$ cat config.mk
export PLATFORM = sky130hd
export DESIGN_NAME = ramio_top
export DESIGN_NICKNAME = d
export VERILOG_FILES = /design/src/source/ramio_pkg.sv /design/src/source/cache_port_if.sv /design/src/source/uart_tx.sv /design/src/source/uart_rx.sv /design/src/source/ram_io.sv /design/src/source/line_cache.sv /design/src/source/ramio_top.sv
export SDC_FILE = /design/constraint.sdc
export NUM_CORES = 1
export LEC_CHECK = 0
export BUFFER_PORTS_ARGS = -buffer_cell sky130_fd_sc_hd__clkbuf_2
export CAP_MARGIN = 20
export CORE_ASPECT_RATIO = 1.4
export CORE_MARGIN = 2
export CORE_UTILIZATION = 41
export DETAILED_ROUTE_END_ITERATION = 10
export GPL_ROUTABILITY_DRIVEN = 0
export HOLD_SLACK_MARGIN = 0.02
export PLACE_DENSITY = 0.65
export SYNTH_ARGS = -nofsm -noshare
export SYNTH_HDL_FRONTEND = slang
export SYNTH_SLANG_ARGS = --single-unit
$ cat constraint.sdc
create_clock -name clk -period 6.2 [get_ports clk]
set_input_delay 0.93 -clock clk [delete_from_list [all_inputs] [get_ports clk]]
set_output_delay 0.93 -clock clk [all_outputs]
set_load 0.02 [all_outputs]
$ cat src/source/ramio_pkg.sv
/*
 shared encodings for the load/store port: access types, I/O register offsets
 and the 64-bit RAM word as seen by the cache
*/
`default_nettype none

package ramio_pkg;

  localparam int word_bits = 32;  // core data width, fixed

  // store size; the same two bits give the load size in read_type_e
  typedef enum logic [1:0] {
    write_none = 2'b00,
    write_byte = 2'b01,
    write_half = 2'b10,
    write_word = 2'b11
  } write_type_e;

  // bit 2 requests sign extension of bytes and half words
  typedef enum logic [2:0] {
    read_none        = 3'b000,
    read_byte        = 3'b001,
    read_half        = 3'b010,
    read_word        = 3'b011,
    read_byte_signed = 3'b101,
    read_half_signed = 3'b110,
    read_word_signed = 3'b111
  } read_type_e;

  // distance below top_address of each I/O register
  localparam int led_offset      = 0;
  localparam int uart_out_offset = 1;
  localparam int uart_in_offset  = 2;

  // one RAM beat: word view for loads, byte view for masked stores
  typedef union packed {
    logic [1:0][31:0] words;  // picked by address bit 2
    logic [7:0][7:0]  bytes;
  } ram_word_u;

endpackage

`default_nettype wire

$ cat src/source/cache_port_if.sv
/*
 word-aligned request/response bundle between the access decoder and the cache
 requester holds every request field while enable is high
*/
`default_nettype none

interface cache_port_if #(
  parameter int addr_bits = 32
);
  import ramio_pkg::*;

  logic                 enable;
  logic [addr_bits-1:0] address;       // byte address, low two bits zero
  logic [word_bits-1:0] data_in;       // bytes already in their lanes
  logic [3:0]           write_enable;  // zero mask means read
  logic [word_bits-1:0] data_out;
  logic                 data_out_ready;  // access done this cycle
  logic                 busy;            // write-back or fill running

  modport requester (
    output enable, address, data_in, write_enable,
    input  data_out, data_out_ready, busy
  );

  modport cache (
    input  enable, address, data_in, write_enable,
    output data_out, data_out_ready, busy
  );

endinterface

`default_nettype wire

$ cat src/source/uart_tx.sv
/*
 8N1 transmitter, a rising go sends data; bsy holds until the stop bit ends
*/
`default_nettype none

module uart_tx #(
  parameter int clks_per_bit = 8
) (
  input  wire       clk,
  input  wire       rst_n,
  input  wire [7:0] data,
  input  wire       go,
  output logic      tx,
  output logic      bsy
);
  localparam int             cw       = $clog2(clks_per_bit + 1);
  localparam logic [cw-1:0] last_clk = cw'(clks_per_bit - 1);

  logic [cw-1:0] clk_count;
  logic [3:0]    bit_count;  // 0 start, 1..8 data, 9 stop
  logic [8:0]    shift;      // data bits then the stop bit
  logic          go_q;

  always_ff @(posedge clk or negedge rst_n) begin
    if (!rst_n) begin
      tx        <= 1'b1;  // line idles high
      bsy       <= 1'b0;
      go_q      <= 1'b0;
      clk_count <= '0;
      bit_count <= '0;
      shift     <= '1;
    end else begin
      go_q <= go;
      if (!bsy) begin
        if (go && !go_q) begin
          bsy       <= 1'b1;
          tx        <= 1'b0;  // start bit
          shift     <= {1'b1, data};
          clk_count <= '0;
          bit_count <= '0;
        end
      end else if (clk_count == last_clk) begin
        clk_count <= '0;
        if (bit_count == 4'd9) begin
          bsy <= 1'b0;  // stop bit done
        end else begin
          tx        <= shift[0];  // LSB first
          shift     <= {1'b1, shift[8:1]};
          bit_count <= bit_count + 4'd1;
        end
      end else begin
        clk_count <= clk_count + 1'b1;
      end
    end
  end

endmodule

`default_nettype wire

$ cat src/source/uart_rx.sv
/*
 8N1 receiver sampling each bit at mid-period
 with go high a finished byte raises dr, which holds until go drops
*/
`default_nettype none

module uart_rx #(
  parameter int clks_per_bit = 8
) (
  input  wire        clk,
  input  wire        rst_n,
  input  wire        rx,
  input  wire        go,
  output logic [7:0] data,  // shifting in, complete when dr rises
  output logic       dr
);
  localparam int            cw         = $clog2(clks_per_bit + 1);
  localparam logic [cw-1:0] last_clk   = cw'(clks_per_bit - 1);
  localparam logic [cw-1:0] half_start = cw'(clks_per_bit - clks_per_bit / 2);

  logic [1:0]    rx_sync;  // two-flop synchronizer
  logic          active;
  logic [cw-1:0] clk_count;
  logic [3:0]    bit_count;  // 0 start, 1..8 data, 9 stop

  always_ff @(posedge clk or negedge rst_n) begin
    if (!rst_n) begin
      rx_sync   <= 2'b11;
      active    <= 1'b0;
      clk_count <= '0;
      bit_count <= '0;
      data      <= '0;
      dr        <= 1'b0;
    end else begin
      rx_sync <= {rx_sync[0], rx};
      if (!go) dr <= 1'b0;  // acknowledged
      if (!active) begin
        if (!rx_sync[1]) begin  // start edge
          active    <= 1'b1;
          clk_count <= half_start;  // first sample half a bit in
          bit_count <= '0;
        end
      end else if (clk_count == last_clk) begin
        clk_count <= '0;
        if (bit_count == 4'd0) begin
          if (rx_sync[1]) active <= 1'b0;  // glitch, not a start bit
          else bit_count <= 4'd1;
        end else if (bit_count == 4'd9) begin
          active <= 1'b0;
          if (go) dr <= 1'b1;
        end else begin
          data      <= {rx_sync[1], data[7:1]};  // LSB arrives first
          bit_count <= bit_count + 4'd1;
        end
      end else begin
        clk_count <= clk_count + 1'b1;
      end
    end
  end

endmodule

`default_nettype wire

$ cat src/source/ram_io.sv
/*
 load/store decoder: sends RAM addresses to the cache with byte lanes lined up,
 extends loads by read type and keeps the LED and UART registers at the top
*/
`default_nettype none

module ram_io #(
  parameter int                   addr_bits   = 32,
  parameter logic [addr_bits-1:0] top_address = '1
) (
  input  wire                              clk,
  input  wire                              rst_n,
  input  wire                              enable,
  input  var  ramio_pkg::write_type_e      write_type,
  input  var  ramio_pkg::read_type_e       read_type,
  input  wire [addr_bits-1:0]              address,
  input  wire [ramio_pkg::word_bits-1:0]   data_in,
  output logic [ramio_pkg::word_bits-1:0]  data_out,
  output logic                             data_out_ready,
  output logic                             busy,
  output logic [3:0]                       led,
  cache_port_if.requester                  cache,
  output logic [7:0]                       tx_data,  // byte being sent
  output logic                             tx_go,
  input  wire                              tx_bsy,
  output logic                             rx_go,
  input  wire  [7:0]                       rx_data,
  input  wire                              rx_dr
);
  import ramio_pkg::*;

  localparam logic [addr_bits-1:0] led_address      = top_address - addr_bits'(led_offset);
  localparam logic [addr_bits-1:0] uart_out_address = top_address - addr_bits'(uart_out_offset);
  localparam logic [addr_bits-1:0] uart_in_address  = top_address - addr_bits'(uart_in_offset);

  logic       is_led;
  logic       is_uart_out;
  logic       is_uart_in;
  logic       is_io;
  logic       rd_byte;   // load size is a byte
  logic       wr_byte;   // store size is a byte
  logic [7:0] rx_byte;   // last received byte, zero once read
  logic       tx_bsy_q;  // for the falling edge of bsy

  // zero or sign fill of a byte (half low) or half word (half high)
  function automatic logic [word_bits-1:0] extend(input logic [15:0] value,
                                                  input logic        half,
                                                  input logic        sign);
    logic fill;
    fill = sign & (half ? value[15] : value[7]);
    return half ? {{16{fill}}, value} : {{24{fill}}, value[7:0]};
  endfunction

  assign is_led      = address == led_address;
  assign is_uart_out = address == uart_out_address;
  assign is_uart_in  = address == uart_in_address;
  assign is_io       = is_led | is_uart_out | is_uart_in;
  assign rd_byte     = read_type[1:0] == write_byte;
  assign wr_byte     = write_type == write_byte;

  // I/O answers at once, RAM follows the cache
  assign busy           = is_io ? 1'b0 : cache.busy;
  assign data_out_ready = is_io ? 1'b1 : cache.data_out_ready;

  // store side: byte enables and lanes from size and low address bits
  always_comb begin
    cache.enable       = enable && !is_io;
    cache.address      = {address[addr_bits-1:2], 2'b00};
    cache.write_enable = 4'b0000;
    cache.data_in      = '0;
    case (write_type)
      write_byte: begin
        cache.write_enable = 4'b0001 << address[1:0];
        cache.data_in      = {4{data_in[7:0]}};  // mask picks the lane
      end
      write_half: begin
        if (!address[0]) begin  // odd address stores nothing
          cache.write_enable = address[1] ? 4'b1100 : 4'b0011;
          cache.data_in      = {2{data_in[15:0]}};
        end
      end
      write_word: begin
        if (address[1:0] == 2'b00) begin
          cache.write_enable = 4'b1111;
          cache.data_in      = data_in;
        end
      end
      default: ;  // plain read
    endcase
  end

  // load side
  always_comb begin
    data_out = '0;
    if (is_uart_out) begin
      if (rd_byte) data_out = extend({8'h00, tx_data}, 1'b0, read_type[2]);
    end else if (is_uart_in) begin
      if (rd_byte) data_out = extend({8'h00, rx_byte}, 1'b0, read_type[2]);
    end else if (!is_led) begin
      case (read_type[1:0])
        2'b01: data_out = extend({8'h00, cache.data_out[8*address[1:0] +: 8]}, 1'b0,
                                 read_type[2]);
        2'b10: begin
          if (!address[0]) begin  // misaligned half reads zero
            data_out = extend(cache.data_out[16*address[1] +: 16], 1'b1, read_type[2]);
          end
        end
        2'b11: begin
          if (address[1:0] == 2'b00) data_out = cache.data_out;
        end
        default: ;
      endcase
    end
  end

  always_ff @(posedge clk or negedge rst_n) begin
    if (!rst_n) begin
      led      <= 4'b1111;  // all LEDs off
      tx_data  <= '0;
      tx_go    <= 1'b0;
      tx_bsy_q <= 1'b0;
      rx_byte  <= '0;
      rx_go    <= 1'b1;  // receiver armed from the start
    end else begin
      tx_bsy_q <= tx_bsy;
      if (enable && is_uart_in && rd_byte) begin
        rx_byte <= '0;  // consumed by the load
      end else if (rx_go && rx_dr) begin
        rx_byte <= rx_data;
        rx_go   <= 1'b0;  // one-cycle acknowledge
      end
      if (!rx_go) rx_go <= 1'b1;  // re-arm after the ack
      // frame finished, release go
      if (tx_go && tx_bsy_q && !tx_bsy) begin
        tx_go   <= 1'b0;
        tx_data <= '0;
      end
      if (enable && is_uart_out && wr_byte) begin
        tx_data <= data_in[7:0];  // replaces a pending byte
        tx_go   <= 1'b1;
      end
      if (enable && is_led && wr_byte) led <= data_in[3:0];
    end
  end

endmodule

`default_nettype wire

$ cat src/source/line_cache.sv
/*
 direct-mapped write-back cache, one 64-bit RAM beat per line
 misses write back a dirty victim, then fill with a single-beat burst read
*/
`default_nettype none

module line_cache #(
  parameter int ram_depth_bits  = 10,
  parameter int line_index_bits = 1
) (
  input  wire                       clk,
  input  wire                       rst_n,
  cache_port_if.cache               cache,
  output logic                      br_cmd,        // 0 read, 1 write
  output logic                      br_cmd_en,     // one-cycle strobe
  output logic [ram_depth_bits-1:0] br_addr,       // 64-bit word address
  output logic [63:0]               br_wr_data,
  output logic [7:0]                br_data_mask,
  input  wire  [63:0]               br_rd_data,
  input  wire                       br_rd_data_valid
);
  import ramio_pkg::*;

  localparam int lines    = 2 ** line_index_bits;
  localparam int tag_bits = ram_depth_bits - line_index_bits;

  localparam logic [1:0] st_idle       = 2'd0;
  localparam logic [1:0] st_respond    = 2'd1;
  localparam logic [1:0] st_write_back = 2'd2;
  localparam logic [1:0] st_fill       = 2'd3;

  logic [1:0]                state;
  ram_word_u                 line_data [lines];
  logic [tag_bits-1:0]       line_tag  [lines];
  logic [lines-1:0]          line_valid;
  logic [lines-1:0]          line_dirty;
  logic [ram_depth_bits-1:0] word_addr;
  logic [line_index_bits-1:0] index;
  logic [tag_bits-1:0]       tag;
  logic                      hit;
  logic                      do_write;
  ram_word_u                 wr_word;  // store data in both halves
  logic [7:0]                wr_mask;  // byte enables over the beat

  assign word_addr = cache.address[3 +: ram_depth_bits];
  assign index     = word_addr[line_index_bits-1:0];
  assign tag       = word_addr[ram_depth_bits-1:line_index_bits];
  assign hit       = line_valid[index] && line_tag[index] == tag;
  assign do_write  = state == st_idle && cache.enable && hit && |cache.write_enable;

  assign wr_word.words = {2{cache.data_in}};
  assign wr_mask       = cache.address[2] ? {cache.write_enable, 4'b0000}
                                          : {4'b0000, cache.write_enable};

  assign cache.data_out       = line_data[index].words[cache.address[2]];
  assign cache.data_out_ready = state == st_respond;
  assign cache.busy           = state == st_write_back || state == st_fill;
  assign br_data_mask         = '0;  // full-beat writes only

  // line storage, merged bytes on a write hit or a whole beat on a fill
  always_ff @(posedge clk) begin
    if (do_write) begin
      for (int b = 0; b < 8; b++) begin
        if (wr_mask[b]) line_data[index].bytes[b] <= wr_word.bytes[b];
      end
    end else if (state == st_fill && br_rd_data_valid) begin
      line_data[index] <= br_rd_data;
      line_tag[index]  <= tag;
    end
  end

  always_ff @(posedge clk or negedge rst_n) begin
    if (!rst_n) begin
      state      <= st_idle;
      line_valid <= '0;
      line_dirty <= '0;
      br_cmd     <= 1'b0;
      br_cmd_en  <= 1'b0;
      br_addr    <= '0;
      br_wr_data <= '0;
    end else begin
      br_cmd_en <= 1'b0;
      case (state)
        st_idle: begin
          if (cache.enable) begin
            if (hit) begin
              state <= st_respond;
              if (|cache.write_enable) line_dirty[index] <= 1'b1;
            end else if (line_valid[index] && line_dirty[index]) begin
              state      <= st_write_back;  // evict victim first
              br_cmd_en  <= 1'b1;
              br_cmd     <= 1'b1;
              br_addr    <= {line_tag[index], index};
              br_wr_data <= line_data[index];
            end else begin
              state     <= st_fill;
              br_cmd_en <= 1'b1;
              br_cmd    <= 1'b0;
              br_addr   <= word_addr;
            end
          end
        end
        st_respond: state <= st_idle;
        st_write_back: begin  // write done at its command, now fetch
          state     <= st_fill;
          br_cmd_en <= 1'b1;
          br_cmd    <= 1'b0;
          br_addr   <= word_addr;
        end
        st_fill: begin
          if (br_rd_data_valid) begin
            state             <= st_idle;  // retried as a hit
            line_valid[index] <= 1'b1;
            line_dirty[index] <= 1'b0;
          end
        end
        default: state <= st_idle;
      endcase
    end
  end

endmodule

`default_nettype wire

$ cat src/source/ramio_top.sv
/*
 load/store port top: decoder, line cache and UARTs, burst RAM on br_ ports
 clks_per_bit defaults to clock_hz / baud_rate
*/
`default_nettype none

module ramio_top #(
  parameter int                   addr_bits       = 32,
  parameter int                   ram_depth_bits  = 10,
  parameter int                   line_index_bits = 1,
  parameter logic [addr_bits-1:0] top_address     = '1,
  parameter int                   clock_hz        = 20_250_000,
  parameter int                   baud_rate       = 9600,
  parameter int                   clks_per_bit    = clock_hz / baud_rate
) (
  input  wire                             clk,
  input  wire                             rst_n,
  input  wire                             enable,
  input  var  ramio_pkg::write_type_e     write_type,
  input  var  ramio_pkg::read_type_e      read_type,
  input  wire [addr_bits-1:0]             address,
  input  wire [ramio_pkg::word_bits-1:0]  data_in,
  output logic [ramio_pkg::word_bits-1:0] data_out,
  output logic                            data_out_ready,
  output logic                            busy,
  output logic [3:0]                      led,
  output logic                            uart_tx,
  input  wire                             uart_rx,
  output logic                            br_cmd,
  output logic                            br_cmd_en,
  output logic [ram_depth_bits-1:0]       br_addr,
  output logic [63:0]                     br_wr_data,
  output logic [7:0]                      br_data_mask,
  input  wire  [63:0]                     br_rd_data,
  input  wire                             br_rd_data_valid
);
  logic [7:0] tx_data;
  logic       tx_go;
  logic       tx_bsy;
  logic       rx_go;
  logic [7:0] rx_data;
  logic       rx_dr;

  cache_port_if #(.addr_bits(addr_bits)) cache_port ();

  ram_io #(
    .addr_bits  (addr_bits),
    .top_address(top_address)
  ) ram_io_inst (
    .clk, .rst_n, .enable, .write_type, .read_type, .address, .data_in,
    .data_out, .data_out_ready, .busy, .led,
    .cache(cache_port.requester),
    .tx_data, .tx_go, .tx_bsy, .rx_go, .rx_data, .rx_dr
  );

  line_cache #(
    .ram_depth_bits (ram_depth_bits),
    .line_index_bits(line_index_bits)
  ) line_cache_inst (
    .clk, .rst_n,
    .cache(cache_port.cache),
    .br_cmd, .br_cmd_en, .br_addr, .br_wr_data, .br_data_mask,
    .br_rd_data, .br_rd_data_valid
  );

  uart_tx #(.clks_per_bit(clks_per_bit)) uart_tx_inst (
    .clk, .rst_n, .data(tx_data), .go(tx_go), .tx(uart_tx), .bsy(tx_bsy)
  );

  uart_rx #(.clks_per_bit(clks_per_bit)) uart_rx_inst (
    .clk, .rst_n, .rx(uart_rx), .go(rx_go), .data(rx_data), .dr(rx_dr)
  );

endmodule

`default_nettype wire

==> flow_metrics.py <==
metrics = {
    "run_status": {
        "status": "finished clean",
    },
    "grt": {
        "grt_max_degree": 65,
        "grt_pass1_vias": 11500,
        "grt_overflow": 0,
        "gr-usage-all-layers": 0.232,
        "antenna_found_initial": 7,
        "grt_first_pass_wirelength_um": 69800,
    },
    "routing": {
        "avgViaCountPerCell": 5.78,
        "wl_per_cell_um": 23.4,
        "drcViolationCount": 0,
        "drt_iter0_markers": 975,
        "ant_nets": 0,
        "wl_um": 47500,
        "vias": 11700,
        "firstDrtPassIters": 5,
    },
    "sta": {
        "max_slew_margin": 0.306,
        "fin_ws_ns": 1.43,
        "tightest_slew_ns": 1.04,
        "finClkSkew_ns": 0.0101,
        "rsz0062_at_grt": "false",
        "final-hold-violation-count": 0,
        "maxSlewViolCount": 0,
        "fmax_ghz": 0.210,
        "setup_viol": 0,
        "fin_crit_ns": 4.77,
        "post-route-period-util": 0.770,
        "setup_tns_ns": 0,
    },
    "pwr": {
        "p_per_area_nw_per_um2": 293,
        "p_leak_uw": 0.00801,
        "max-vdd-ir-drop_uv": 211,
    },
    "critical_path": {
        "r2r_end": "line_cache_inst.line_data[0][62]",
        "r2r-start": "line_cache_inst.line_tag[1][1]",
        "cp-endpoint": "data_out[26]",
        "crit_path_start": "address[3]",
        "cp_max_fo": 56,
        "r2r_setup_slack_ns": 2.89,
        "slowest_stage": "or3_1",
        "cp_cell_sequence": "buf_4, nand2_1, nor4_4, nand2_2, or3_1, o22ai_4, a21oi_1, clkbuf_2",
        "arrival_ns": 3.84,
        "cp-end-kind": "output port",
        "max_stage_delay_ns": 0.61,
        "r2r.worst_path.cells": 6,
        "cp_top_family": "simple AND/OR/NAND/NOR gates",
        "critPathKind": "in2out",
        "crit_path_start_kind": "primary input",
        "worst-path-stages": 8,
        "required_ns": 5.27,
        "crit_buf_inv": 2,
    },
    "floorplanning": {
        "initial_core_util": 0.413,
        "rows": 85,
        "die-width_um": 170,
        "dieArea_um2": 40100,
        "io_pins": 261,
        "core_area_um2": 38200,
        "die_height_um": 236,
    },
    "logic_synthesis": {
        "yosysSeqAreaShare": 0.533,
        "ys_ff_latch": 306,
        "synthTopCellsByArea": "edfxtp_1, dfrtp_1, mux2_2",
        "synthFlopType": "edfxtp_1",
        "ys_async_sr_fraction": 0.523,
        "synth_top_area_cell": "edfxtp_1",
        "synth_top_area_share": 0.278,
        "ys_warn_count": 0,
        "synth-edff-count": 146,
        "synthCells": 1304,
        "synth.distinct_cells": 74,
        "yosysMostFrequentCell": "edfxtp_1",
        "synth.top_cells.by_count": "edfxtp_1, dfrtp_1, nand2_1",
        "synth_area_um2": 15800,
        "syn_area_per_cell_um2": 12.1,
    },
    "clocking": {
        "cts_hold_buf": 0,
        "clock-sinks": 306,
        "ctsResizeCount": 0,
        "htree_levels": 1,
        "cts.path.max_buffers": 3,
        "cts_buffers": 30,
        "cts_tree": "yes",
        "post_cts_buffers": 0,
        "clkSlewWorstSetupHoldPaths_ns": 0.06,
        "root_buffer": "clkbuf_16",
        "insertion_delay_ns": 0.56,
    },
    "finish": {
        "fillCellCount": 3426,
        "area_delta_synth_final_pct": 16.8,
        "drive_above_1_share": 0.349,
        "finalNetCount": 1671,
    },
    "placement": {
        "hpwlAfterDp_um": 36000,
        "portBuffers": 252,
        "pre_cts_ws_ns": 1.43,
    },
    "min_path": {
        "hp-class": "in2async",
    },
    "flow_run": {
        "drv_cap": 0,
    },
}
-- placed cells by master (no fill, tap or decap), types with 11 or more instances in the layout --
master	Yosys	routed
a22oi_1	24	24
edfxtp_1	146	146
nand4_1	27	27
mux2_4	49	49
nor2b_1	12	12
dfrtp_1	144	144
clkbuf_2	0	250
inv_1	24	24
a21o_1	50	50
dfstp_2	16	16
a22o_1	19	19
nor3_1	13	13
mux2_2	88	88
xnor2_1	12	12
mux4_2	26	26
nand2b_1	11	11
o21ai_0	60	60
mux2i_1	40	40
nand2_1	131	131
clkbuf_16	0	32
a21oi_1	91	91
buf_4	13	20
nor2_1	61	61
nand3_1	19	19
-- cell families (layout without fill, tap and decap cells) --
family | Yosys count | after routing | synth area share
AND/OR/NAND/NOR | 335 | 335 | 0.107
AO/OA/AOI/OAI | 312 | 312 | 0.131
flip-flops | 306 | 306 | 0.533
multiplexers | 209 | 209 | 0.176
buffers and inverters | 117 | 354 | 0.0373
XOR/XNOR | 15 | 15 | 0.00832
adder cells (fa/ha/maj) | 9 | 9 | 0.00713
other | 1 | 11 | 0.000238
-- worst min path at each step --
stage          cells after the start  slack (ns)                        endpoint
6_report                           1        0.32  line_cache_inst.br_wr_data[60]
5_1_grt                            1        0.34  line_cache_inst.br_wr_data[60]
3_5_place_dp                       0        0.35         uart_rx_inst.rx_sync[1]
3_3_place_gp                       0        0.35         uart_rx_inst.rx_sync[1]
4_1_cts                            1        0.33  line_cache_inst.br_wr_data[60]
2_1_floorplan                      0        0.35         uart_rx_inst.rx_sync[1]
-- report_power, final --
group / internal, uW / switching [uW] / total (uW)
logic: 357 / 668 / 1030
clock network: 1130 / 808 / 1940
registers: 2360 / 83.7 / 2440
total: 3850 / 1560 / 5410
-- worst reg2reg max path, stage by stage, from the launching register on --
cell and delay (ns):
edfxtp_1 0.36, mux2i_1 0.25, xnor2_1 0.13, nor4_1 0.25
and4_1 0.83, nand4_1 0.23, a21oi_1 0.88
-- metal layers --
metal  vias up  part of all wire  global-route usage
met2       509              0.49               0.397
met3       103             0.086              0.0471
met5         -            0.0013                   0
met4        10             0.053               0.113
met1      5785              0.37               0.278
li1       5327                 -                   -
-- sequential cells by signal (all words and copies together) (netlist names), 4 cells and up, named ones only --
register / cells
uart_tx_inst.clk_count: 12
line_cache_inst.line_tag: 18
ram_io_inst.rx_byte: 8
line_cache_inst.line_data: 128
line_cache_inst.br_addr: 10
uart_tx_inst.shift: 8
ram_io_inst.led: 4
uart_rx_inst.bit_count: 4
uart_rx_inst.clk_count: 12
ram_io_inst.tx_data: 8
uart_rx_inst.data: 8
line_cache_inst.br_wr_data: 64
uart_tx_inst.bit_count: 4
-- layout make-up --
cell class	count	area, um^2	area share
Sequential cell	306	8410	0.456
Clock inverter	21	230	0.0125
Multi-Input combinational cell	888	6840	0.371
Tap cell	478	598	0.0324
Antenna cell	3	7.51	0.000407
Timing Repair Buffer	272	1430	0.0774
Inverter	26	97.6	0.00529
Clock buffer	35	832	0.0451
-- metrics by stage --
step / power, uW / hold slack, ns / util / cells / cell area, um^2
final: 5410 / 0.317 / 0.483 / 2029 / 18400
after global routing: 5590 / 0.339 / 0.483 / 2026 / 18400
after CTS: 5420 / 0.326 / 0.482 / 2024 / 18400
after detailed placement: 3490 / 0.347 / 0.454 / 1968 / 17300
after global placement: 3460 / 0.348 / 0.454 / 1968 / 17300
after floorplan: 3090 / 0.345 / - / 1311 / 15800
(Power assumes the default switching activity.)
